### src/rtl/wctl_pkg.sv
//************************************************************
// warp control shared definitions
// opcodes, field widths and the records passed between the
// decode, execute and commit stages
//************************************************************
package wctl_pkg;

    localparam int XLEN = 32;

    // upper bounds that the top level parameters stay within
    localparam int MAX_THREADS = 32;
    localparam int MAX_WARPS   = 16;
    localparam int MAX_LANES   = 8;

    localparam int OP_BITS     = 3;
    localparam int WID_BITS    = 4;
    localparam int PID_BITS    = 3;
    localparam int TID_BITS    = 5;
    localparam int BAR_ID_BITS = 4;
    localparam int BAR_SZ_BITS = 8;

    // raw in_op codes use the same values
    typedef enum logic [OP_BITS-1:0] {
        OP_NONE   = 3'd0,
        OP_TMC    = 3'd1,
        OP_PRED   = 3'd2,
        OP_SPLIT  = 3'd3,
        OP_JOIN   = 3'd4,
        OP_BAR    = 3'd5,
        OP_WSPAWN = 3'd6
    } wctl_op_e;

    // one warp control record per packet
    typedef struct packed {
        wctl_op_e               op;
        logic [MAX_THREADS-1:0] tmask;
        logic [MAX_THREADS-1:0] else_tmask;
        logic                   is_dvg;
        // next pc for split, spawn pc for wspawn
        logic [XLEN-1:0]        pc;
        logic [MAX_WARPS-1:0]   wmask;
        logic [BAR_ID_BITS-1:0] bar_id;
        logic [BAR_SZ_BITS-1:0] bar_size_m1;
    } wctl_rec_t;

    // packet framing and identity
    typedef struct packed {
        logic [WID_BITS-1:0]  wid;
        logic [MAX_LANES-1:0] tmask;
        logic [XLEN-1:0]      pc;
        logic [PID_BITS-1:0]  pid;
        logic                 sop;
        logic                 eop;
    } wctl_meta_t;

endpackage

### src/rtl/wctl_ifs.sv
//************************************************************
// warp control internal buses
// decode to execute, and execute to commit with handshake
//************************************************************
`timescale 1ns/1ps

interface wctl_dec_if #(
    parameter int NUM_LANES = 4
);
    logic                          valid;
    logic                          fire;
    wctl_pkg::wctl_op_e            op;
    logic [wctl_pkg::XLEN-1:0]     rs1_lead;
    logic [wctl_pkg::XLEN-1:0]     rs2_lead;
    // bit 0 of each lane's rs1
    logic [NUM_LANES-1:0]          taken;
    wctl_pkg::wctl_meta_t          meta;

    modport src (output valid, fire, op, rs1_lead, rs2_lead, taken, meta);
    modport dst (input valid, fire, op, rs1_lead, rs2_lead, taken, meta);
endinterface

interface wctl_rsp_if;
    logic                 valid;
    logic                 ready;
    wctl_pkg::wctl_meta_t meta;
    wctl_pkg::wctl_rec_t  rec;

    modport src (output valid, meta, rec, input ready);
    modport sink (input valid, meta, rec, output ready);
    // decode only needs the ready
    modport sink_ready (input ready);
endinterface

### src/rtl/wctl_commit.sv
//************************************************************
// warp control commit
// two-entry elastic buffer (head plus skid), halt flag and
// warp control strobe on the last packet of a warp
//************************************************************
`timescale 1ns/1ps

module wctl_commit (
    input  logic                 clk,
    input  logic                 rst_n,
    wctl_rsp_if.sink             rsp,
    input  logic                 out_ready,
    output logic                 out_valid,
    output wctl_pkg::wctl_meta_t out_meta,
    output wctl_pkg::wctl_rec_t  out_rec,
    output logic                 out_halt,
    output logic                 out_dvg,
    output logic                 ctl_valid
);
    logic                 head_valid;
    logic                 skid_valid;
    wctl_pkg::wctl_meta_t head_meta;
    wctl_pkg::wctl_meta_t skid_meta;
    wctl_pkg::wctl_rec_t  head_rec;
    wctl_pkg::wctl_rec_t  skid_rec;
    logic                 push;
    logic                 pop;
    logic                 load_head;
    logic                 load_skid;

    // skid full means both entries are held
    assign rsp.ready = !skid_valid;

    assign push = rsp.valid && rsp.ready;
    assign pop  = head_valid && out_ready;

    // head refills from skid first to keep packets in order
    assign load_head = (pop && skid_valid) || (push && (!head_valid || pop));
    assign load_skid = push && head_valid && !pop;

    always_ff @(posedge clk or negedge rst_n) begin
        if (!rst_n) begin
            head_valid <= 1'b0;
            skid_valid <= 1'b0;
        end else begin
            head_valid <= skid_valid || push || (head_valid && !pop);
            skid_valid <= (skid_valid && !pop) || load_skid;
        end
    end

    always_ff @(posedge clk) begin
        if (load_head) begin
            head_meta <= skid_valid ? skid_meta : rsp.meta;
            head_rec  <= skid_valid ? skid_rec : rsp.rec;
        end
        if (load_skid) begin
            skid_meta <= rsp.meta;
            skid_rec  <= rsp.rec;
        end
    end

    assign out_valid = head_valid;
    assign out_meta  = head_meta;
    assign out_rec   = head_rec;

    // an empty thread mask from tmc stops the warp
    assign out_halt = head_valid && (head_rec.op == wctl_pkg::OP_TMC) &&
                      (head_rec.tmask == '0);

    assign out_dvg = head_rec.is_dvg;

    // one strobe per warp as its eop packet leaves
    assign ctl_valid = head_valid && out_ready && head_meta.eop;

endmodule

### src/rtl/wctl_decode.sv
//************************************************************
// warp control decode
// maps the opcode, selects the leader lane operands and
// extracts the per-lane taken bits
//************************************************************
`timescale 1ns/1ps

module wctl_decode #(
    parameter int NUM_LANES = 4
) (
    input  logic                                  in_valid,
    input  logic [wctl_pkg::OP_BITS-1:0]          in_op,
    input  logic [wctl_pkg::WID_BITS-1:0]         in_wid,
    input  logic [NUM_LANES-1:0]                  in_tmask,
    input  logic [wctl_pkg::XLEN-1:0]             in_pc,
    input  logic [wctl_pkg::TID_BITS-1:0]         in_tid,
    input  logic [wctl_pkg::PID_BITS-1:0]         in_pid,
    input  logic                                  in_sop,
    input  logic                                  in_eop,
    input  logic [NUM_LANES*wctl_pkg::XLEN-1:0]   in_rs1,
    input  logic [NUM_LANES*wctl_pkg::XLEN-1:0]   in_rs2,
    output logic                                  in_ready,
    wctl_dec_if.src                               dec,
    wctl_rsp_if.sink_ready                        rsp_ready
);
    localparam int XLEN     = wctl_pkg::XLEN;
    localparam int TID_BITS = wctl_pkg::TID_BITS;

    logic [TID_BITS-1:0] lead;

    // leader lane is the issuing thread's slot within the packet
    assign lead = in_tid % TID_BITS'(NUM_LANES);

    always_comb begin
        case (in_op)
            3'd1:    dec.op = wctl_pkg::OP_TMC;
            3'd2:    dec.op = wctl_pkg::OP_PRED;
            3'd3:    dec.op = wctl_pkg::OP_SPLIT;
            3'd4:    dec.op = wctl_pkg::OP_JOIN;
            3'd5:    dec.op = wctl_pkg::OP_BAR;
            3'd6:    dec.op = wctl_pkg::OP_WSPAWN;
            default: dec.op = wctl_pkg::OP_NONE;
        endcase
    end

    assign dec.rs1_lead = in_rs1[lead*XLEN +: XLEN];
    assign dec.rs2_lead = in_rs2[lead*XLEN +: XLEN];

    for (genvar i = 0; i < NUM_LANES; i++) begin : g_taken
        assign dec.taken[i] = in_rs1[i*XLEN];
    end

    // lane mask widened to the record field
    assign dec.meta.wid   = in_wid;
    assign dec.meta.tmask = wctl_pkg::MAX_LANES'(in_tmask);
    assign dec.meta.pc    = in_pc;
    assign dec.meta.pid   = in_pid;
    assign dec.meta.sop   = in_sop;
    assign dec.meta.eop   = in_eop;

    assign dec.valid = in_valid;
    assign dec.fire  = in_valid && rsp_ready.ready;
    assign in_ready  = rsp_ready.ready;

endmodule

### src/rtl/wctl_execute.sv
//************************************************************
// warp control execute
// accumulates then/else masks over the packets of a warp and
// forms the warp control record
//************************************************************
`timescale 1ns/1ps

module wctl_execute #(
    parameter int NUM_LANES   = 4,
    parameter int NUM_THREADS = 8,
    parameter int NUM_WARPS   = 4
) (
    input  logic    clk,
    input  logic    rst_n,
    wctl_dec_if.dst dec,
    wctl_rsp_if.src rsp
);
    localparam int XLEN        = wctl_pkg::XLEN;
    localparam int MAX_THREADS = wctl_pkg::MAX_THREADS;
    localparam int MAX_WARPS   = wctl_pkg::MAX_WARPS;
    localparam int WID_BITS    = wctl_pkg::WID_BITS;
    localparam int BAR_ID_BITS = wctl_pkg::BAR_ID_BITS;
    localparam int BAR_SZ_BITS = wctl_pkg::BAR_SZ_BITS;

    logic [NUM_THREADS-1:0] then_r;
    logic [NUM_THREADS-1:0] else_r;
    logic [NUM_THREADS-1:0] then_n;
    logic [NUM_THREADS-1:0] else_n;
    logic [NUM_LANES-1:0]   lane_mask;
    logic                   has_then;
    logic                   has_else;
    logic [NUM_WARPS-1:0]   spawn_mask;
    wctl_pkg::wctl_rec_t    rec;

    assign lane_mask = dec.meta.tmask[NUM_LANES-1:0];

    // sop starts a fresh warp and later packets add their slice
    always_comb begin
        then_n = dec.meta.sop ? '0 : then_r;
        else_n = dec.meta.sop ? '0 : else_r;
        then_n[dec.meta.pid*NUM_LANES +: NUM_LANES] = dec.taken & lane_mask;
        else_n[dec.meta.pid*NUM_LANES +: NUM_LANES] = ~dec.taken & lane_mask;
    end

    always_ff @(posedge clk or negedge rst_n) begin
        if (!rst_n) begin
            then_r <= '0;
            else_r <= '0;
        end else if (dec.fire) begin
            then_r <= then_n;
            else_r <= else_n;
        end
    end

    assign has_then = |then_n;
    assign has_else = |else_n;

    // spawn every warp below the count, except the caller
    for (genvar i = 0; i < NUM_WARPS; i++) begin : g_spawn
        assign spawn_mask[i] = (XLEN'(i) < dec.rs1_lead) &&
                               (WID_BITS'(i) != dec.meta.wid);
    end

    always_comb begin
        rec    = '0;
        rec.op = dec.op;
        case (dec.op)
            wctl_pkg::OP_TMC: begin
                rec.tmask = MAX_THREADS'(dec.rs1_lead[NUM_THREADS-1:0]);
            end
            wctl_pkg::OP_PRED: begin
                // nobody taken falls back to the rs2 mask
                rec.tmask = has_then ? MAX_THREADS'(then_n)
                                     : MAX_THREADS'(dec.rs2_lead[NUM_THREADS-1:0]);
            end
            wctl_pkg::OP_SPLIT: begin
                rec.tmask      = MAX_THREADS'(then_n);
                rec.else_tmask = MAX_THREADS'(else_n);
                rec.is_dvg     = has_then && has_else;
                rec.pc         = dec.meta.pc + XLEN'(4);
            end
            wctl_pkg::OP_JOIN: begin
                rec.is_dvg = dec.rs1_lead[0];
            end
            wctl_pkg::OP_BAR: begin
                rec.bar_id      = dec.rs1_lead[BAR_ID_BITS-1:0];
                rec.bar_size_m1 = dec.rs2_lead[BAR_SZ_BITS-1:0] - BAR_SZ_BITS'(1);
            end
            wctl_pkg::OP_WSPAWN: begin
                rec.wmask = MAX_WARPS'(spawn_mask);
                rec.pc    = dec.rs2_lead;
            end
            default: ;
        endcase
    end

    assign rsp.valid = dec.valid;
    assign rsp.meta  = dec.meta;
    assign rsp.rec   = rec;

endmodule

### src/rtl/wctl_top.sv
//************************************************************
// warp control unit top level
// decode, mask accumulation and commit buffering behind
// plain ports
//************************************************************
`timescale 1ns/1ps

module wctl_top #(
    parameter int NUM_LANES   = 4,
    parameter int NUM_THREADS = 8,
    parameter int NUM_WARPS   = 4
) (
    input  logic                                   clk,
    input  logic                                   rst_n,
    input  logic                                   in_valid,
    input  logic [wctl_pkg::OP_BITS-1:0]           in_op,
    input  logic [wctl_pkg::WID_BITS-1:0]          in_wid,
    input  logic [NUM_LANES-1:0]                   in_tmask,
    input  logic [wctl_pkg::XLEN-1:0]              in_pc,
    input  logic [wctl_pkg::TID_BITS-1:0]          in_tid,
    input  logic [wctl_pkg::PID_BITS-1:0]          in_pid,
    input  logic                                   in_sop,
    input  logic                                   in_eop,
    input  logic [NUM_LANES*wctl_pkg::XLEN-1:0]    in_rs1,
    input  logic [NUM_LANES*wctl_pkg::XLEN-1:0]    in_rs2,
    output logic                                   in_ready,
    input  logic                                   out_ready,
    output logic                                   out_valid,
    output logic [wctl_pkg::WID_BITS-1:0]          out_wid,
    output logic [NUM_LANES-1:0]                   out_tmask,
    output logic [wctl_pkg::XLEN-1:0]              out_pc,
    output logic [wctl_pkg::PID_BITS-1:0]          out_pid,
    output logic                                   out_sop,
    output logic                                   out_eop,
    output logic                                   out_halt,
    output logic                                   out_dvg,
    output logic                                   ctl_valid,
    output logic [wctl_pkg::WID_BITS-1:0]          ctl_wid,
    output logic [wctl_pkg::OP_BITS-1:0]           ctl_op,
    output logic [NUM_THREADS-1:0]                 ctl_tmask,
    output logic [NUM_THREADS-1:0]                 ctl_else_tmask,
    output logic                                   ctl_is_dvg,
    output logic [wctl_pkg::XLEN-1:0]              ctl_pc,
    output logic [NUM_WARPS-1:0]                   ctl_wmask,
    output logic [wctl_pkg::BAR_ID_BITS-1:0]       ctl_bar_id,
    output logic [wctl_pkg::BAR_SZ_BITS-1:0]       ctl_bar_size_m1
);
    wctl_pkg::wctl_meta_t head_meta;
    wctl_pkg::wctl_rec_t  head_rec;

    wctl_dec_if #(.NUM_LANES(NUM_LANES)) dec_bus ();
    wctl_rsp_if rsp_bus ();

    wctl_decode #(.NUM_LANES(NUM_LANES)) u_decode (
        .in_valid (in_valid), .in_op (in_op), .in_wid (in_wid),
        .in_tmask (in_tmask), .in_pc (in_pc), .in_tid (in_tid),
        .in_pid   (in_pid), .in_sop (in_sop), .in_eop (in_eop),
        .in_rs1   (in_rs1), .in_rs2 (in_rs2), .in_ready (in_ready),
        .dec      (dec_bus.src), .rsp_ready (rsp_bus.sink_ready)
    );

    wctl_execute #(
        .NUM_LANES   (NUM_LANES),
        .NUM_THREADS (NUM_THREADS),
        .NUM_WARPS   (NUM_WARPS)
    ) u_execute (
        .clk (clk), .rst_n (rst_n), .dec (dec_bus.dst), .rsp (rsp_bus.src)
    );

    wctl_commit u_commit (
        .clk       (clk),
        .rst_n     (rst_n),
        .rsp       (rsp_bus.sink),
        .out_ready (out_ready),
        .out_valid (out_valid),
        .out_meta  (head_meta),
        .out_rec   (head_rec),
        .out_halt  (out_halt),
        .out_dvg   (out_dvg),
        .ctl_valid (ctl_valid)
    );

    // commit side view of the head entry
    assign out_wid   = head_meta.wid;
    assign out_tmask = head_meta.tmask[NUM_LANES-1:0];
    assign out_pc    = head_meta.pc;
    assign out_pid   = head_meta.pid;
    assign out_sop   = head_meta.sop;
    assign out_eop   = head_meta.eop;

    // warp control fields trimmed to the configured sizes
    assign ctl_wid         = head_meta.wid;
    assign ctl_op          = head_rec.op;
    assign ctl_tmask       = head_rec.tmask[NUM_THREADS-1:0];
    assign ctl_else_tmask  = head_rec.else_tmask[NUM_THREADS-1:0];
    assign ctl_is_dvg      = head_rec.is_dvg;
    assign ctl_pc          = head_rec.pc;
    assign ctl_wmask       = head_rec.wmask[NUM_WARPS-1:0];
    assign ctl_bar_id      = head_rec.bar_id;
    assign ctl_bar_size_m1 = head_rec.bar_size_m1;

endmodule

### config.mk
export PLATFORM = sky130hd
export DESIGN_NAME = wctl_top
export DESIGN_NICKNAME = d
export VERILOG_FILES = /design/src/rtl/wctl_pkg.sv /design/src/rtl/wctl_ifs.sv /design/src/rtl/wctl_commit.sv /design/src/rtl/wctl_decode.sv /design/src/rtl/wctl_execute.sv /design/src/rtl/wctl_top.sv
export SDC_FILE = /design/constraint.sdc
export NUM_CORES = 1
export LEC_CHECK = 0
export BUFFER_PORTS_ARGS = -buffer_cell sky130_fd_sc_hd__buf_4
export CAP_MARGIN = 10
export CORE_AREA = 2 2 167 169
export CTS_BUF_LIST = sky130_fd_sc_hd__clkbuf_8
export CTS_CLUSTER_SIZE = 10
export DETAILED_ROUTE_END_ITERATION = 6
export DIE_AREA = 0 0 169 171
export PLACE_DENSITY = 0.73
export SLEW_MARGIN = 20
export SYNTH_ARGS = -nofsm -noshare
export SYNTH_HDL_FRONTEND = slang
export SYNTH_SLANG_ARGS = --single-unit
### constraint.sdc
create_clock -name clk -period 17.1 [get_ports clk]
set_input_delay 3.42 -clock clk [delete_from_list [all_inputs] [get_ports clk]]
set_output_delay 3.42 -clock clk [all_outputs]
set_load 0.03 [all_outputs]
Yosys cells after proc, flatten, opt, wreduce, memory -nomap -nowiden
Cells that the tools add are included.
{"block": "word_totals", "regBits": 328, "input_bits": 313, "out_inout_bits": 122, "elab_cells": 105}
{"block": "op_classes", "addsub": 3, "magnitude_cmp": 4, "eq_ne": 16, "shift": 5, "n_mux": 14, "bitwise_logic": 3, "n_reduce_logical": 28}
{"cell": "$shiftx A128 B8 Y32", "count": 2}
{"cell": "$mux W128", "count": 1}
{"cell": "$pmux W32 S3", "count": 1}
{"cell": "$shiftx A4 B34 Y8", "count": 2}
{"cell": "$lt A1 B32 Y1 const A", "count": 2}
{"cell": "$lt A2 B32 Y1 const A", "count": 2}
{"cell": "$pmux W32 S2", "count": 1}
{"cell": "$mux W49", "count": 1}
{"cell": "$neg A5 Y34", "count": 1}
{"cell": "$shift A4 B34 Y8 const A", "count": 1}
{"cell": "$add A32 B3 Y32 const B", "count": 1}
{"cell": "$logic_not A32 Y1", "count": 1}
{"cell": "$mux W8", "count": 4}
{"cell": "$eq A3 B3 Y1 const B", "count": 6}
{"cell": "$pmux W3 S6", "count": 1}
{"cell": "$bwmux W8", "count": 2}
{"cell": "$logic_and A1 B1 Y1", "count": 16}
{"cell": "$reduce_or A8 Y1", "count": 2}
{"cell": "$eq A3 B2 Y1 const B", "count": 4}
{"cell": "$mux W12", "count": 1}
{"cell": "$eq A3 B1 Y1 const B", "count": 3}
{"cell": "$and A4 B4 Y4", "count": 2}
{"cell": "$ne A2 B4 Y1 const A", "count": 2}
{"cell": "$sub A8 B1 Y8 const B", "count": 1}
{"cell": "other kinds (7)", "count": 13}

Depth between registers and ports, before layout
{"block": "depth", "word_depth": 8, "ltp_mapped": 11, "depth_no_buf": 10}

By module
From an unflattened synthesis, not the netlist that was laid out.
{"block": "hier_totals", "hier_cells": 1190, "area_unflattened_um2": 18377.6}
{"mod": "wctl_commit", "n_inst": 1, "cells_per_inst": 578, "area_per_inst_um2": 13037.5, "seq_area_each_um2": 10680.2}
{"mod": "wctl_execute", "n_inst": 1, "cells_per_inst": 470, "area_per_inst_um2": 3241.9, "seq_area_each_um2": 400.4}
{"mod": "wctl_decode", "n_inst": 1, "cells_per_inst": 138, "area_per_inst_um2": 2068.2, "seq_area_each_um2": 0.0}
{"mod": "wctl_top", "n_inst": 1, "cells_per_inst": 4, "area_per_inst_um2": 30.0, "seq_area_each_um2": 0.0}

Least setup slack after synthesis
OpenSTA, ideal clock, no wires.
{"block": "synth_timing", "kind": "in2reg", "start": "input port in_valid", "end": "register u_commit.skid_meta[0] in the netlist's numbering (enable)", "setup_ns": 0.746, "t_arrival_ns": 11.920, "t_required_ns": 16.354, "slack_ns": 4.433, "stages": 2, "n_path_buf": 0, "cell_sequence": "nor2b_1 > nor3b_1"}
{"block": "synth_between", "elab_chain_len": 3}
{"item": "start, declared", "line": "wctl_top.sv:15", "rtl": "input logic in_valid,"}
{"item": "$logic_and A1 B1 Y1", "line": "wctl_commit.sv:34", "rtl": "assign push = rsp.valid && rsp.ready;"}
{"item": "$logic_and A1 B1 Y1 (2 in a row)", "line": "wctl_commit.sv:39", "rtl": "assign load_skid = push && head_valid && !pop;"}
{"item": "via u_commit.load_skid", "line": "wctl_commit.sv:29", "rtl": "logic load_skid;"}
{"item": "end signal, assigned", "line": "wctl_commit.sv:57", "rtl": "skid_meta <= rsp.meta;"}
{"item": "end, declared", "line": "wctl_commit.sv:23", "rtl": "wctl_pkg::wctl_meta_t skid_meta;"}
The timed path passes the listed nets, and every way through them passes these cells.
A chain may end at the register's enable or synchronous reset.

Worst setup path in the final report
{"block": "layout_timing", "start": "input port out_ready", "end": "output port ctl_valid"}
{"block": "layout_between", "elab_chain_len": 2}
{"item": "start, declared", "line": "wctl_top.sv:27", "rtl": "input logic out_ready,"}
{"item": "$logic_and A1 B1 Y1 (2 in a row)", "line": "wctl_commit.sv:73", "rtl": "assign ctl_valid = head_valid && out_ready && head_meta.eop;"}
{"item": "end, declared", "line": "wctl_top.sv:37", "rtl": "output logic ctl_valid,"}
Every way passes these cells.

==> results.cfg <==
[power]
power_frac_clock_pct = 31.5
p_int_w = 0.001117
sw_frac_of_total_pct = 28.21
max-vdd-ir-drop_uv = 45.36
seq_power_share_pct = 47.1
powerDensity_mw_per_mm2 = 95.48
share_comb_of_total_power_pct = 21.4
finalPower_w = 0.001556
leakagePower_nw = 6.484
switching_power_w = 0.0004390

[floorplanning]
fp.dieW_microns = 169
die_h_microns = 171
dieArea_sq_mm = 0.02890
core_area_sq_mm = 0.02732
rows = 61
start_util_pct = 43.89
ios = 435

[clock_network]
cts.path.max_buffers = 3
cts_tree = built
cts_resized = 0
clock-sinks = 244
numCtsBuffers = 38
clk_pin_slew_ns = 0.06
clock-root-buffer = clkbuf_8
cts_htree_levels = 2
cts_setup_buffers = 0
clk_latency_ns = 0.53
ctsHoldBuffers = 0

[logic_synthesis]
synth_top_area_share_pct = 56.59
syn_area_sq_mm = 0.01199
ys_types = 60
synth_seq_area_share_pct = 60.35
async_flop_share_pct = 7.377
synth_flop_cell = edfxtp_1
synth_warnings = 0
yosysTopAreaCell = edfxtp_1
synth_edf_count = 226
synthTopCellsByArea = edfxtp_1 (57%), mux2_2 (7.5%), mux4_2 (7.1%), dfrtp_1 (3.8%), nand2_1 (3.5%)
syn_area_per_cell_sq_um = 13.18
syn-num-nets = 1227
syn_inst = 910
synth-seq-cells = 244

[worst_setup_path]
crit_path_start_kind = input pin
cp_max_fo = 4
cp.required_ns = 13.68
path_class = input pin to output port
end_kind = output port
r2r-start = u_commit.skid_valid
crit_start = out_ready
critPathArrivalTime_ns = 3.86

[cells_and_area]
final_cells = 1719
area_growth_pct = 35.92
drive_above_1_share_pct = 45.63
fin_nets = 1661
design_area_sq_mm = 0.01630

[route]
dr.pass1.iters = 5
routed_via_density = 5.660
vias = 9730
drc = 0
wire_per_inst_microns = 22.13
drtIter0Drc = 1024
antenna_left = 0
routed_wl_mm = 38.05

[timing]
min_period_over_period_pct = 42.59
slew_headroom_pct = 32.33
fmax_mhz = 137.3
hold_viol_final = 0
fin_worst_skew_ns = 0.02652
period_needed_ns = 7.283
rsz0062_at_grt = false
worstMarginPinSlew_ns = 1.015
setup_tns_ns = 0
setup_viol = 0
slew_viol_final = 0
setup_ws_ns = 9.817

[grt]
grt_use_met3_pct = 3.886
overflow = 0
grt_max_degree = 70
track_usage_pct = 25.22
grt_pass1_vias = 9229
antenna_found_initial = 1
use_met2_pct = 40.75
grt_pass1_wl_mm = 54.68
grt_use_met1_pct = 35.05
grt_most_used_layer = met2

[placed_design]
dp_slack_ns = 9.824
gp_congestion = 0.9396
port_buffers = 431
dp.cells = 1650
dpl_cell_area_sq_mm = 0.01555
dpl.hpwl_mm = 28.44

[hold_path]
worstHoldStart = u_execute.else_r[0]
holdCritPathClass = flop to flop

[outcome]
status = finished, final reports clean

[job]
maxCapViolCount = 0
path summary, 6_finish.rpt:
path,endpoint,slack (ns),depth (start not counted)
setup / recovery,ctl_valid,9.82,3
hold / removal,u_execute.else_r[0],0.51,2
setup reg to reg,u_commit.skid_rec[55],13.57,4
hold reg to reg,u_execute.else_r[0],0.51,2
max in group asynchronous,u_commit.skid_valid,14.10,1
min in group asynchronous,u_commit.skid_valid,2.77,1
registers in the layout (all words and copies together) (netlist names):
register,flops
u_execute.then_r,8
u_commit.skid_valid,1
u_commit.skid_meta,45
u_execute.else_r,8
u_commit.out_rec,67
u_commit.out_valid,1
u_commit.out_meta,45
u_commit.out_dvg,1
u_commit.skid_rec,68
per-stage QoR:
stage	hold WS, ns	util [%]
finish	0.5103	59.65
global route	0.5380	59.65
CTS	0.5097	59.64
detailed placement	0.4966	56.90
global placement	0.4878	56.90
floorplan	0.4645	-
critical path, cell delays in order:
cell	delay (ns)
buf_4	0.12
and3_1	0.16
buf_4	0.16
cell families after synthesis:
group	synth area share [%]
muxes	14.99
buffers and inverters	2.421
AOI/OAI and AO/OA	7.721
and+or+nand+nor	11.76
xor gates and xnor gates	2.337
adders and majority gates	0.4174
DFF	60.35
synthesized netlist by cell type, types with 4 or more instances:
cell type  count
a21oi_1       17
a22oi_1        6
a31oi_1        7
and2_1         4
and3_1        15
buf_2          7
buf_4          5
clkbuf_1      32
dfrtp_1       18
edfxtp_1     226
ha_1           4
inv_1         19
mux2_2        80
mux4_2        38
nand2_1      112
nand2b_1       5
nand3_1       20
nand4_1       18
nor2_1        57
nor3_1        12
nor4_1        28
nor4b_1        4
o211ai_1       5
o21ai_0       64
o22ai_1        6
o31ai_1       16
xnor2_1       25
xor2_1         7
final cells by class:
| cell class | instances | area (sq um) |
|---|---|---|
| flip-flops and latches | 244 | 7241 |
| multi-input cells | 598 | 4481 |
| repair buffers | 442 | 3318 |
| clock inverters | 28 | 198.9 |
| diodes | 1 | 2.502 |
| clock buffers | 40 | 550.5 |
| fillers | 2240 | 11020 |
| well taps | 346 | 432.9 |
| inverters | 20 | 75.07 |
routing by layer:
| metal | wire length, microns | up-vias |
|---|---|---|
| li1 | - | 4394 |
| met1 | 15450 | 4746 |
| met2 | 18560 | 528 |
| met3 | 2840 | 62 |
| met4 | 1194 | 0 |
| met5 | 0 | - |
power groups by stage:
stage | Clock [W] | Combinational [W] | Sequential, W
floorplan | 0 | 0.000117 | 0.000810
global placement | 0 | 0.000329 | 0.000744
detailed placement | 0 | 0.000333 | 0.000745
CTS | 0.000498 | 0.000334 | 0.000733
global route | 0.000522 | 0.000351 | 0.000737
finish | 0.000490 | 0.000333 | 0.000733
layout by cell type, fill, tap and decap left out, types with 4 or more instances in the layout:
cell type  count
o21ai_0       64
mux2_2        80
mux4_2        38
nand2b_1       5
nand4_1       18
and3_1        15
nor4_1        28
clkinv_1       8
nor4b_1        4
a31oi_1        7
o22ai_1        6
o211ai_1       5
and2_1         4
clkinv_2       8
a21oi_1       16
nor2_1        57
nand2_1      112
xor2_1         7
buf_4        442
inv_1         27
dfrtp_1       17
nor3_1        12
clkbuf_8      40
edfxtp_1     226
nand3_1       20
o31ai_1       16
a22oi_1        6
xnor2_1       25
ha_1           4
No activity file was read; power rests on OpenSTA's default activity.
